===== config.mk =====
export PLATFORM = sky130hd
export DESIGN_NAME = issue_stage
export DESIGN_NICKNAME = d
export VERILOG_FILES = /design/src/design/issue_pkg.sv /design/src/design/issue_stage.sv /design/src/design/issue_read_operands.sv /design/src/design/register_file.sv /design/src/design/scoreboard.sv
export SDC_FILE = /design/constraint.sdc
export NUM_CORES = 2
export LEC_CHECK = 0
export ABC_AREA = 1
export BUFFER_PORTS_ARGS = -buffer_cell sky130_fd_sc_hd__buf_2
export CAP_MARGIN = 30
export CELL_PAD_IN_SITES_DETAIL_PLACEMENT = 0
export CELL_PAD_IN_SITES_GLOBAL_PLACEMENT = 1
export CORE_MARGIN = 5
export CORE_UTILIZATION = 40
export DETAILED_ROUTE_END_ITERATION = 10
export PLACE_DENSITY_LB_ADDON = 0.1
export RECOVER_POWER = 25
export SYNTH_ARGS = -nofsm -noshare
export SYNTH_HDL_FRONTEND = slang
export SYNTH_HIERARCHICAL = 1
export SYNTH_SLANG_ARGS = --single-unit

===== constraint.sdc =====
create_clock -name clk_i -period 4.7 [get_ports clk_i]
set_input_delay 0.235 -clock clk_i [delete_from_list [all_inputs] [get_ports clk_i]]
set_output_delay 0.235 -clock clk_i [all_outputs]
set_load 0.02 [all_outputs]

===== src/design/issue_pkg.sv =====
// Issue stage package: data and register widths, scoreboard size, functional unit encoding

`default_nettype none

package issue_pkg;

  // ------------------------------
  // Datapath widths
  // ------------------------------

  // Integer register and result width
  localparam int unsigned XLEN = 32;

  // Architectural register index, 32 integer registers
  localparam int unsigned REG_ADDR_SIZE = 5;

  // ------------------------------
  // Scoreboard sizing
  // ------------------------------

  // In-flight instructions tracked between issue and commit
  localparam int unsigned NR_SB_ENTRIES = 4;

  // Transaction id is the scoreboard slot index
  // Must satisfy 2**TRANS_ID_BITS == NR_SB_ENTRIES so pointers wrap naturally
  localparam int unsigned TRANS_ID_BITS = 2;

  // ------------------------------
  // Functional unit classes
  // ------------------------------

  // Unit needed by an instruction, carried with it into dispatch
  typedef enum logic [1:0] {
    // No unit, result still comes back over writeback
    FU_NONE = 2'd0,
    // Integer ALU
    FU_ALU  = 2'd1,
    // Load-store unit
    FU_LSU  = 2'd2,
    // Multiplier
    FU_MULT = 2'd3
  } fu_t;

endpackage

`default_nettype wire

===== src/design/issue_stage.sv =====
// Issue stage top: scoreboard, register file and issue logic wired together

`default_nettype none

module issue_stage (
  input  wire logic                               clk_i,
  input  wire logic                               arst_n_i,
  // Decode
  input  wire logic                               decoded_valid_i,
  input  wire issue_pkg::fu_t                     decoded_fu_i,
  input  wire logic [issue_pkg::REG_ADDR_SIZE-1:0] decoded_rd_i,
  input  wire logic [issue_pkg::REG_ADDR_SIZE-1:0] decoded_rs1_i,
  input  wire logic [issue_pkg::REG_ADDR_SIZE-1:0] decoded_rs2_i,
  output logic                                    decoded_ack_o,
  // Dispatch
  output logic                                    fu_valid_o,
  output issue_pkg::fu_t                          fu_type_o,
  output logic      [issue_pkg::TRANS_ID_BITS-1:0] fu_trans_id_o,
  output logic      [issue_pkg::XLEN-1:0]          fu_op_a_o,
  output logic      [issue_pkg::XLEN-1:0]          fu_op_b_o,
  output logic      [issue_pkg::REG_ADDR_SIZE-1:0] fu_rd_o,
  input  wire logic                               fu_ready_i,
  // Writeback
  input  wire logic                               wb_valid_i,
  input  wire logic [issue_pkg::TRANS_ID_BITS-1:0] wb_trans_id_i,
  input  wire logic [issue_pkg::XLEN-1:0]          wb_data_i,
  // Commit
  output logic                                    commit_valid_o,
  output logic      [issue_pkg::REG_ADDR_SIZE-1:0] commit_rd_o,
  output logic      [issue_pkg::XLEN-1:0]          commit_data_o,
  output logic      [issue_pkg::TRANS_ID_BITS-1:0] commit_trans_id_o,
  input  wire logic                               commit_ack_i,
  // Status
  output logic                                    sb_full_o,
  output logic                                    stall_issue_o
);

  import issue_pkg::*;

  // ------------------------------
  // Issue <-> scoreboard and RF
  // ------------------------------

  logic [REG_ADDR_SIZE-1:0] rs1_addr;
  logic [REG_ADDR_SIZE-1:0] rs2_addr;
  logic                     rs1_clobbered;
  logic                     rs1_fwd_valid;
  logic [XLEN-1:0]          rs1_fwd_data;
  logic                     rs2_clobbered;
  logic                     rs2_fwd_valid;
  logic [XLEN-1:0]          rs2_fwd_data;
  logic                     alloc;
  logic [REG_ADDR_SIZE-1:0] alloc_rd;
  logic [TRANS_ID_BITS-1:0] alloc_id;
  logic [XLEN-1:0]          rf_rdata_a;
  logic [XLEN-1:0]          rf_rdata_b;

  // Commit ack retires the head into the register file
  logic rf_we;
  assign rf_we = commit_ack_i & commit_valid_o;

  scoreboard i_scoreboard (
    .clk_i            (clk_i),
    .arst_n_i         (arst_n_i),
    .alloc_i          (alloc),
    .alloc_rd_i       (alloc_rd),
    .alloc_id_o       (alloc_id),
    .sb_full_o        (sb_full_o),
    .rs1_addr_i       (rs1_addr),
    .rs1_clobbered_o  (rs1_clobbered),
    .rs1_fwd_valid_o  (rs1_fwd_valid),
    .rs1_fwd_data_o   (rs1_fwd_data),
    .rs2_addr_i       (rs2_addr),
    .rs2_clobbered_o  (rs2_clobbered),
    .rs2_fwd_valid_o  (rs2_fwd_valid),
    .rs2_fwd_data_o   (rs2_fwd_data),
    .wb_valid_i       (wb_valid_i),
    .wb_trans_id_i    (wb_trans_id_i),
    .wb_data_i        (wb_data_i),
    .commit_valid_o   (commit_valid_o),
    .commit_rd_o      (commit_rd_o),
    .commit_data_o    (commit_data_o),
    .commit_trans_id_o(commit_trans_id_o),
    .commit_ack_i     (commit_ack_i)
  );

  register_file i_register_file (
    .clk_i    (clk_i),
    .arst_n_i (arst_n_i),
    .raddr_a_i(rs1_addr),
    .raddr_b_i(rs2_addr),
    .rdata_a_o(rf_rdata_a),
    .rdata_b_o(rf_rdata_b),
    .we_i     (rf_we),
    .waddr_i  (commit_rd_o),
    .wdata_i  (commit_data_o)
  );

  issue_read_operands i_issue_read_operands (
    .clk_i          (clk_i),
    .arst_n_i       (arst_n_i),
    .decoded_valid_i(decoded_valid_i),
    .decoded_fu_i   (decoded_fu_i),
    .decoded_rd_i   (decoded_rd_i),
    .decoded_rs1_i  (decoded_rs1_i),
    .decoded_rs2_i  (decoded_rs2_i),
    .decoded_ack_o  (decoded_ack_o),
    .rs1_addr_o     (rs1_addr),
    .rs1_clobbered_i(rs1_clobbered),
    .rs1_fwd_valid_i(rs1_fwd_valid),
    .rs1_fwd_data_i (rs1_fwd_data),
    .rs2_addr_o     (rs2_addr),
    .rs2_clobbered_i(rs2_clobbered),
    .rs2_fwd_valid_i(rs2_fwd_valid),
    .rs2_fwd_data_i (rs2_fwd_data),
    .alloc_o        (alloc),
    .alloc_rd_o     (alloc_rd),
    .alloc_id_i     (alloc_id),
    .sb_full_i      (sb_full_o),
    .rf_rdata_a_i   (rf_rdata_a),
    .rf_rdata_b_i   (rf_rdata_b),
    .fu_valid_o     (fu_valid_o),
    .fu_type_o      (fu_type_o),
    .fu_trans_id_o  (fu_trans_id_o),
    .fu_op_a_o      (fu_op_a_o),
    .fu_op_b_o      (fu_op_b_o),
    .fu_rd_o        (fu_rd_o),
    .fu_ready_i     (fu_ready_i),
    .stall_issue_o  (stall_issue_o)
  );

endmodule

`default_nettype wire


===== src/design/issue_read_operands.sv =====
// Issue and read operands: hazard check, operand selection, registered dispatch to the units

`default_nettype none

module issue_read_operands (
  input  wire logic                               clk_i,
  input  wire logic                               arst_n_i,
  // Decode handshake, valid/ack
  input  wire logic                               decoded_valid_i,
  input  wire issue_pkg::fu_t                     decoded_fu_i,
  input  wire logic [issue_pkg::REG_ADDR_SIZE-1:0] decoded_rd_i,
  input  wire logic [issue_pkg::REG_ADDR_SIZE-1:0] decoded_rs1_i,
  input  wire logic [issue_pkg::REG_ADDR_SIZE-1:0] decoded_rs2_i,
  output logic                                    decoded_ack_o,
  // Scoreboard lookup, addresses also go to the register file
  output logic      [issue_pkg::REG_ADDR_SIZE-1:0] rs1_addr_o,
  input  wire logic                               rs1_clobbered_i,
  input  wire logic                               rs1_fwd_valid_i,
  input  wire logic [issue_pkg::XLEN-1:0]          rs1_fwd_data_i,
  output logic      [issue_pkg::REG_ADDR_SIZE-1:0] rs2_addr_o,
  input  wire logic                               rs2_clobbered_i,
  input  wire logic                               rs2_fwd_valid_i,
  input  wire logic [issue_pkg::XLEN-1:0]          rs2_fwd_data_i,
  // Scoreboard allocation
  output logic                                    alloc_o,
  output logic      [issue_pkg::REG_ADDR_SIZE-1:0] alloc_rd_o,
  input  wire logic [issue_pkg::TRANS_ID_BITS-1:0] alloc_id_i,
  input  wire logic                               sb_full_i,
  // Register file read data
  input  wire logic [issue_pkg::XLEN-1:0]          rf_rdata_a_i,
  input  wire logic [issue_pkg::XLEN-1:0]          rf_rdata_b_i,
  // Dispatch to the functional units, ready/valid
  output logic                                    fu_valid_o,
  output issue_pkg::fu_t                          fu_type_o,
  output logic      [issue_pkg::TRANS_ID_BITS-1:0] fu_trans_id_o,
  output logic      [issue_pkg::XLEN-1:0]          fu_op_a_o,
  output logic      [issue_pkg::XLEN-1:0]          fu_op_b_o,
  output logic      [issue_pkg::REG_ADDR_SIZE-1:0] fu_rd_o,
  input  wire logic                               fu_ready_i,
  // Valid instruction held back this cycle
  output logic                                    stall_issue_o
);

  import issue_pkg::*;

  // ------------------------------
  // Operand read and hazards
  // ------------------------------

  logic            rs1_blocked;
  logic            rs2_blocked;
  logic [XLEN-1:0] op_a;
  logic [XLEN-1:0] op_b;
  logic            dispatch_free;
  logic            accept;

  // Dispatch register
  logic                     fu_valid_q;
  fu_t                      fu_type_q;
  logic [TRANS_ID_BITS-1:0] fu_trans_id_q;
  logic [XLEN-1:0]          fu_op_a_q;
  logic [XLEN-1:0]          fu_op_b_q;
  logic [REG_ADDR_SIZE-1:0] fu_rd_q;

  assign rs1_addr_o = decoded_rs1_i;
  assign rs2_addr_o = decoded_rs2_i;

  // Waiting only on a producer whose result has not come back
  assign rs1_blocked = rs1_clobbered_i & ~rs1_fwd_valid_i;
  assign rs2_blocked = rs2_clobbered_i & ~rs2_fwd_valid_i;

  // Forwarded result beats the stale register file value
  assign op_a = rs1_fwd_valid_i ? rs1_fwd_data_i : rf_rdata_a_i;
  assign op_b = rs2_fwd_valid_i ? rs2_fwd_data_i : rf_rdata_b_i;

  // Dispatch slot is empty or drains this cycle
  assign dispatch_free = ~fu_valid_q | fu_ready_i;

  assign accept = decoded_valid_i & ~rs1_blocked & ~rs2_blocked & ~sb_full_i & dispatch_free;

  assign decoded_ack_o = accept;
  assign stall_issue_o = decoded_valid_i & ~accept;

  // Slot taken in the same cycle as the ack
  assign alloc_o    = accept;
  assign alloc_rd_o = decoded_rd_i;

  // ------------------------------
  // Dispatch register
  // ------------------------------

  always_ff @(posedge clk_i or negedge arst_n_i) begin
    if (!arst_n_i) begin
      fu_valid_q <= 1'b0;
    end else if (accept) begin
      fu_valid_q <= 1'b1;
    end else if (fu_ready_i) begin
      fu_valid_q <= 1'b0;
    end
  end

  // Payload loads only on acceptance, so it holds under back-pressure
  always_ff @(posedge clk_i) begin
    if (accept) begin
      fu_type_q     <= decoded_fu_i;
      fu_trans_id_q <= alloc_id_i;
      fu_op_a_q     <= op_a;
      fu_op_b_q     <= op_b;
      fu_rd_q       <= decoded_rd_i;
    end
  end

  assign fu_valid_o    = fu_valid_q;
  assign fu_type_o     = fu_type_q;
  assign fu_trans_id_o = fu_trans_id_q;
  assign fu_op_a_o     = fu_op_a_q;
  assign fu_op_b_o     = fu_op_b_q;
  assign fu_rd_o       = fu_rd_q;

endmodule

`default_nettype wire


===== src/design/register_file.sv =====
// Register file: 32 integer registers, two combinational read ports, one write port

`default_nettype none

module register_file (
  input  wire logic                               clk_i,
  input  wire logic                               arst_n_i,
  // Read ports
  input  wire logic [issue_pkg::REG_ADDR_SIZE-1:0] raddr_a_i,
  input  wire logic [issue_pkg::REG_ADDR_SIZE-1:0] raddr_b_i,
  output logic      [issue_pkg::XLEN-1:0]          rdata_a_o,
  output logic      [issue_pkg::XLEN-1:0]          rdata_b_o,
  // Write port, driven by commit
  input  wire logic                               we_i,
  input  wire logic [issue_pkg::REG_ADDR_SIZE-1:0] waddr_i,
  input  wire logic [issue_pkg::XLEN-1:0]          wdata_i
);

  import issue_pkg::*;

  localparam int unsigned NR_REGS = 2 ** REG_ADDR_SIZE;

  logic [NR_REGS-1:0][XLEN-1:0] regs_q;

  // ------------------------------
  // Write
  // ------------------------------

  // x0 is never written
  always_ff @(posedge clk_i or negedge arst_n_i) begin
    if (!arst_n_i) begin
      regs_q <= '0;
    end else if (we_i && (waddr_i != '0)) begin
      regs_q[waddr_i] <= wdata_i;
    end
  end

  // ------------------------------
  // Read
  // ------------------------------

  // Register 0 reads as zero regardless of storage
  assign rdata_a_o = (raddr_a_i == '0) ? '0 : regs_q[raddr_a_i];
  assign rdata_b_o = (raddr_b_i == '0) ? '0 : regs_q[raddr_b_i];

endmodule

`default_nettype wire


===== src/design/scoreboard.sv =====
// Scoreboard: circular buffer of in-flight instructions, clobber lookup, forwarding, commit

`default_nettype none

module scoreboard (
  input  wire logic                               clk_i,
  input  wire logic                               arst_n_i,
  // Allocation from issue
  input  wire logic                               alloc_i,
  input  wire logic [issue_pkg::REG_ADDR_SIZE-1:0] alloc_rd_i,
  output logic      [issue_pkg::TRANS_ID_BITS-1:0] alloc_id_o,
  output logic                                    sb_full_o,
  // Source lookup
  input  wire logic [issue_pkg::REG_ADDR_SIZE-1:0] rs1_addr_i,
  output logic                                    rs1_clobbered_o,
  output logic                                    rs1_fwd_valid_o,
  output logic      [issue_pkg::XLEN-1:0]          rs1_fwd_data_o,
  input  wire logic [issue_pkg::REG_ADDR_SIZE-1:0] rs2_addr_i,
  output logic                                    rs2_clobbered_o,
  output logic                                    rs2_fwd_valid_o,
  output logic      [issue_pkg::XLEN-1:0]          rs2_fwd_data_o,
  // Writeback, accepted every cycle
  input  wire logic                               wb_valid_i,
  input  wire logic [issue_pkg::TRANS_ID_BITS-1:0] wb_trans_id_i,
  input  wire logic [issue_pkg::XLEN-1:0]          wb_data_i,
  // Commit of the head entry
  output logic                                    commit_valid_o,
  output logic      [issue_pkg::REG_ADDR_SIZE-1:0] commit_rd_o,
  output logic      [issue_pkg::XLEN-1:0]          commit_data_o,
  output logic      [issue_pkg::TRANS_ID_BITS-1:0] commit_trans_id_o,
  input  wire logic                               commit_ack_i
);

  import issue_pkg::*;

  // Entry count needs one extra bit to tell full from empty
  localparam int unsigned CNT_W = TRANS_ID_BITS + 1;

  // ------------------------------
  // Pointers and per-slot state
  // ------------------------------

  logic [TRANS_ID_BITS-1:0] head_q;
  logic [TRANS_ID_BITS-1:0] tail_q;
  logic [CNT_W-1:0]         count_q;

  // Control flags, cleared at reset
  logic [NR_SB_ENTRIES-1:0] busy_q;
  logic [NR_SB_ENTRIES-1:0] done_q;

  // Payload per slot
  logic [REG_ADDR_SIZE-1:0] rd_q     [NR_SB_ENTRIES];
  logic [XLEN-1:0]          result_q [NR_SB_ENTRIES];

  // Head leaves only when it is finished
  logic commit_fire;

  // Lookup per source port, index 0 is rs1
  logic [REG_ADDR_SIZE-1:0] rs_addr [2];
  logic                     rs_clob [2];
  logic                     rs_fv   [2];
  logic [XLEN-1:0]          rs_fd   [2];

  assign alloc_id_o = tail_q;
  assign sb_full_o  = (count_q == CNT_W'(NR_SB_ENTRIES));

  // Head is presented once its result is back
  assign commit_valid_o    = busy_q[head_q] & done_q[head_q];
  assign commit_rd_o       = rd_q[head_q];
  assign commit_data_o     = result_q[head_q];
  assign commit_trans_id_o = head_q;
  assign commit_fire       = commit_valid_o & commit_ack_i;

  // ------------------------------
  // Clobber and forward search
  // ------------------------------

  assign rs_addr[0] = rs1_addr_i;
  assign rs_addr[1] = rs2_addr_i;

  // Walk from youngest (tail - 1) to oldest, first hit wins
  // x0 is never a destination here
  always_comb begin
    logic [TRANS_ID_BITS-1:0] idx;
    logic                     found;
    for (int p = 0; p < 2; p++) begin
      found      = 1'b0;
      rs_clob[p] = 1'b0;
      rs_fv[p]   = 1'b0;
      rs_fd[p]   = '0;
      for (int i = 0; i < NR_SB_ENTRIES; i++) begin
        idx = tail_q - TRANS_ID_BITS'(i) - 1'b1;
        if (!found && busy_q[idx] && (rs_addr[p] != '0) && (rd_q[idx] == rs_addr[p])) begin
          found      = 1'b1;
          rs_clob[p] = 1'b1;
          // Finished producer can feed the operand directly
          rs_fv[p]   = done_q[idx];
          rs_fd[p]   = result_q[idx];
        end
      end
    end
  end

  assign rs1_clobbered_o = rs_clob[0];
  assign rs1_fwd_valid_o = rs_fv[0];
  assign rs1_fwd_data_o  = rs_fd[0];
  assign rs2_clobbered_o = rs_clob[1];
  assign rs2_fwd_valid_o = rs_fv[1];
  assign rs2_fwd_data_o  = rs_fd[1];

  // ------------------------------
  // Control state update
  // ------------------------------

  always_ff @(posedge clk_i or negedge arst_n_i) begin
    if (!arst_n_i) begin
      head_q  <= '0;
      tail_q  <= '0;
      count_q <= '0;
      busy_q  <= '0;
      done_q  <= '0;
    end else begin
      // New entry at the tail, result pending
      if (alloc_i) begin
        busy_q[tail_q] <= 1'b1;
        done_q[tail_q] <= 1'b0;
        tail_q         <= tail_q + 1'b1;
      end
      // Results may come back out of order
      if (wb_valid_i) begin
        done_q[wb_trans_id_i] <= 1'b1;
      end
      // Retire the oldest entry
      if (commit_fire) begin
        busy_q[head_q] <= 1'b0;
        done_q[head_q] <= 1'b0;
        head_q         <= head_q + 1'b1;
      end
      count_q <= count_q + CNT_W'(alloc_i) - CNT_W'(commit_fire);
    end
  end

  // Destination and result storage
  always_ff @(posedge clk_i) begin
    if (alloc_i) begin
      rd_q[tail_q] <= alloc_rd_i;
    end
    if (wb_valid_i) begin
      result_q[wb_trans_id_i] <= wb_data_i;
    end
  end

endmodule

`default_nettype wire


==> summary.md <==
| Metric | Value |
|---|---|
| Slew Limit Fails | `254` |
| Met3 usage | `0.0651` |
| Max Cap Violations | `5` |
| Clk sink count | `1,261` |
| IO buf count | `173` |
| Critical-path maximum fanout | `38` |
| Core outline area | `0.182 sq mm` |
| Die Area | `0.191 sq mm` |
| Worst Tran Pin Value | `2610 ps` |
| Sequential-to-total area share from yosys stat | `0.447` |
| CP required | `4470 ps` |
| TritonCTS clock tree | `done` |
| GR peak layer | `met2` |
| Number of global-route vias before repair | `67,600` |
| Failing checks | `capacitance limit, slew limit` |
| Total GRT Usage | `0.324` |
| Worst skew pair latency | `820 ps` |
| HPWL after DPL | `189,000 um` |
| Grt total ovfl | `0` |
| Die height | `438 um` |
| Routability Congestion | `0.901` |
| Placed cells | `12,500` |
| Peak VDD IR | `877 uV` |
| Remaining DRCs | `0` |
| CTS clk-pin slew, worst paths | `60 ps` |
| Clock Path Buffers | `3` |
| Layout net count | `10,400` |
| Antenna violations before repair | `11` |
| Overall power | `51.1 mW` |
| IO Count | `174` |
| Post-synth EDFFs | `221` |
| Synth area leader | `dfrtp_1` |
| Met2 usage | `0.497` |
| CTS Root Cell | `clkbuf_16` |
| Share of cells above drive strength 1 | `0.0721` |
| Syn avg cell area | `6.92 sq um` |
| Setup crit end kind | `primary output` |
| Ranking of synthesized cells by area | `dfrtp_1, nand2_1, o21ai_0` |
| Iter 0 DRT Violations | `8,790` |
| Largest net degree at the start of global routing | `185` |
| Maximum operating frequency | `223 MHz` |
| Met1 Track Usage GR | `0.460` |
| Synth Warn # | `6` |
| Final Setup Violations | `0` |
| CP Launch Type | `flip-flop` |
| Leakage | `38.0 nW` |
| Ys flop type | `dfrtp_1` |
| Fin. Hold Viols | `0` |
| Routed WL per cell | `24.7 um` |
| Worst Hold Class | `input pin to flip-flop` |
| Max stage delay on crit path | `510 ps` |
| Synthesis-to-finish area growth | `12.5%` |
| Outcome | `finished, violations left` |
| Synth Cell Area | `0.0731 sq mm` |
| Post-layout min period | `4480 ps` |
| Crit-path cells | `inv_8 -> ha_4 -> inv_8 -> nand2_1 -> nand2_8 -> nand2_1 -> nand3_1 -> nand2_1 -> nand2_1 -> nor2_1 -> nand2_2 -> nand3_2 -> nor2_4 -> nand2_1 -> nand2_1 -> inv_4 -> nand2_2 -> nand3_2 -> nor2_4 -> buf_12 -> buf_2` |
| Normalized max-slew margin | `-0.741` |
| Vias | `73,100` |
| Total CTS buffers | `151` |
| Power Dens Cells | `621 mW/mm^2` |
| Die Width | `438 um` |
| Final Util | `0.451` |
| Buf/Inv on CP | `5` |
| Asr flop ratio synth | `0.825` |
| Pre-antenna DRT Iters | `7` |
| Slowest stage cell, crit path | `dfrtp_4` |
| Yosys cell types | `41` |
| Worst Path Class, Setup | `flip-flop to primary output` |
| Worst path most repeated cell | `nand2_1` |
| Post-DRT Antenna Nets | `0` |
| Row count | `157` |
| H-tree levels | `4` |
| FF+latch count, synth | `1,261` |
| First-pass GRT wire length | `467,000 um` |
| Period utilization | `0.953` |
| RSZ-0062 raised after global routing | `false` |
| Top cell type's share of synthesized area | `0.356` |
| Fin cells | `12,900` |
| Effective utilization at floorplan | `0.401` |
| Final Skew | `37.0 ps` |
| Drt total wl | `318,000 um` |
| Largest delay share family, worst path | `simple AND/OR/NAND/NOR gates` |
| Arrival @ worst endpoint | `4240 ps` |
| DR vias/cell | `5.68` |
| Synthesized instance count | `10,600` |
| Syn nets | `10,600` |
## power breakdown
| group | switching (mW) | total [mW] | internal (mW) |
|---|---|---|---|
| Sequential | 2.52 | 17.3 | 14.8 |
| Clock | 4.96 | 11.9 | 6.92 |
| Combinational | 15.8 | 21.9 | 6.17 |
## cells in the final DEF (no fill, tap or decap), types with 20 or more instances in the layout
cell and count:
a21oi_1 218, buf_12 76, buf_2 126, buf_4 199, clkbuf_1 96, clkbuf_16 157
clkbuf_8 36, clkinv_2 20, dfrtp_1 1037, dlygate4sd3_1 48, edfxtp_1 221, inv_1 399
mux2i_1 62, nand2_1 3802, nand2_2 33, nand3_1 1102, nand4_1 69, nor2_1 886
o211ai_1 99, o21ai_0 1557, o21ai_1 92
## state kept, by name, summed over array words and instances (netlist names)
signal                               count
i_register_file/regs_q                1024
i_scoreboard/result_q                  128
i_issue_read_operands/fu_op_a_o         32
i_issue_read_operands/fu_op_b_o         32
i_scoreboard/rd_q                       20
i_issue_read_operands/fu_rd_o            5
i_scoreboard/busy_q                      4
i_scoreboard/done_q                      4
i_scoreboard/count_q                     3
i_issue_read_operands/fu_trans_id_o      2
i_issue_read_operands/fu_type_o          2
i_scoreboard/alloc_id_o                  2
i_scoreboard/commit_trans_id_o           2
i_issue_read_operands/fu_valid_o         1
## layout make-up
| type | instances | area (sq um) |
|---|---|---|
| antenna | 3 | 7.51 |
| multi-input combinational | 8009 | 35400 |
| clock buffer | 238 | 4590 |
| tap | 2385 | 2980 |
| timing repair buffer | 521 | 4640 |
| sequential | 1261 | 32700 |
| inverter | 421 | 1640 |
| clock inverter | 35 | 340 |
| fill | 18600 | 100000 |
## stage by stage
stage | hold WS, ps | setup slack [ps] | TNS [ps] | cell area [sq um]
2_1_floorplan | -60.6 | -90.5 | -111 | 73200
3_3_place_gp | 317 | 252 | 0 | 76800
3_5_place_dp | 323 | 250 | 0 | 77000
4_1_cts | 62.6 | 86.7 | 0 | 82500
5_1_grt | 145 | 2.79 | 0 | 82300
6_report | 163 | 222 | 0 | 82300
## final timing paths
path,start,to,slack [ps],cells past startpoint
min,decoded_fu_i[1],i_issue_read_operands/fu_type_o[1]$_DFFE_PP_,160,2
min reg2reg,i_register_file/regs_q[2]$_DFFE_PN0P_,i_register_file/regs_q[2]$_DFFE_PN0P_,400,0
max reg2reg,i_scoreboard/alloc_id_o[0]$_DFFE_PN0P_,i_scoreboard/done_q[3]$_DFF_PN0_,620,25
max,i_scoreboard/alloc_id_o[0]$_DFFE_PN0P_,decoded_ack_o,220,21
max in group asynchronous,arst_n_i,i_register_file/regs_q[684]$_DFFE_PN0P_,700,4
min in group asynchronous,arst_n_i,i_register_file/regs_q[186]$_DFFE_PN0P_,740,2
## synth_stat cells (4+ instances only)
cell type  instances
nand2_1         3836
o21ai_0         1562
nand3_1         1106
dfrtp_1         1040
nor2_1           891
clkbuf_1         600
inv_1            403
edfxtp_1         221
a21oi_1          218
buf_2            143
o211ai_1          99
o21ai_1           87
buf_1             84
nand4_1           69
mux2i_1           62
buf_4             40
buf_6             11
inv_2             11
nor2_4            11
ha_1              10
xor2_1             8
nand3_2            6
nor3_2             6
nand2_2            5
nor2_2             5
nor3_1             5
a2bb2oi_1          4
clkinv_1           4
## repair_timing
action	4_1_cts	5_1_grt
hold endpoints to repair	252	0
buffers inserted	1	0
setup endpoints to repair	2	2
hold buffers	48	0
resized for setup	2	4
pin swaps	1	0
cloned	1	0
## kinds of logic after synthesis
kind of cell,share of synthesized area
AOI/OAI and AO/OA,0.139
buffers and inverters,0.0724
and+or+nand+nor,0.330
adders and majority gates,0.00198
DFF,0.447
xor gates and xnor gates,0.00120
muxes,0.00849
## per-layer routing
layer | up-vias | part of all wire
li1 | 34000 | -
met1 | 35300 | 0.44
met2 | 3304 | 0.43
met3 | 582 | 0.092
met4 | 6 | 0.033
met5 | - | 0.00058
Note: power is estimated with default switching activity, not from simulation.
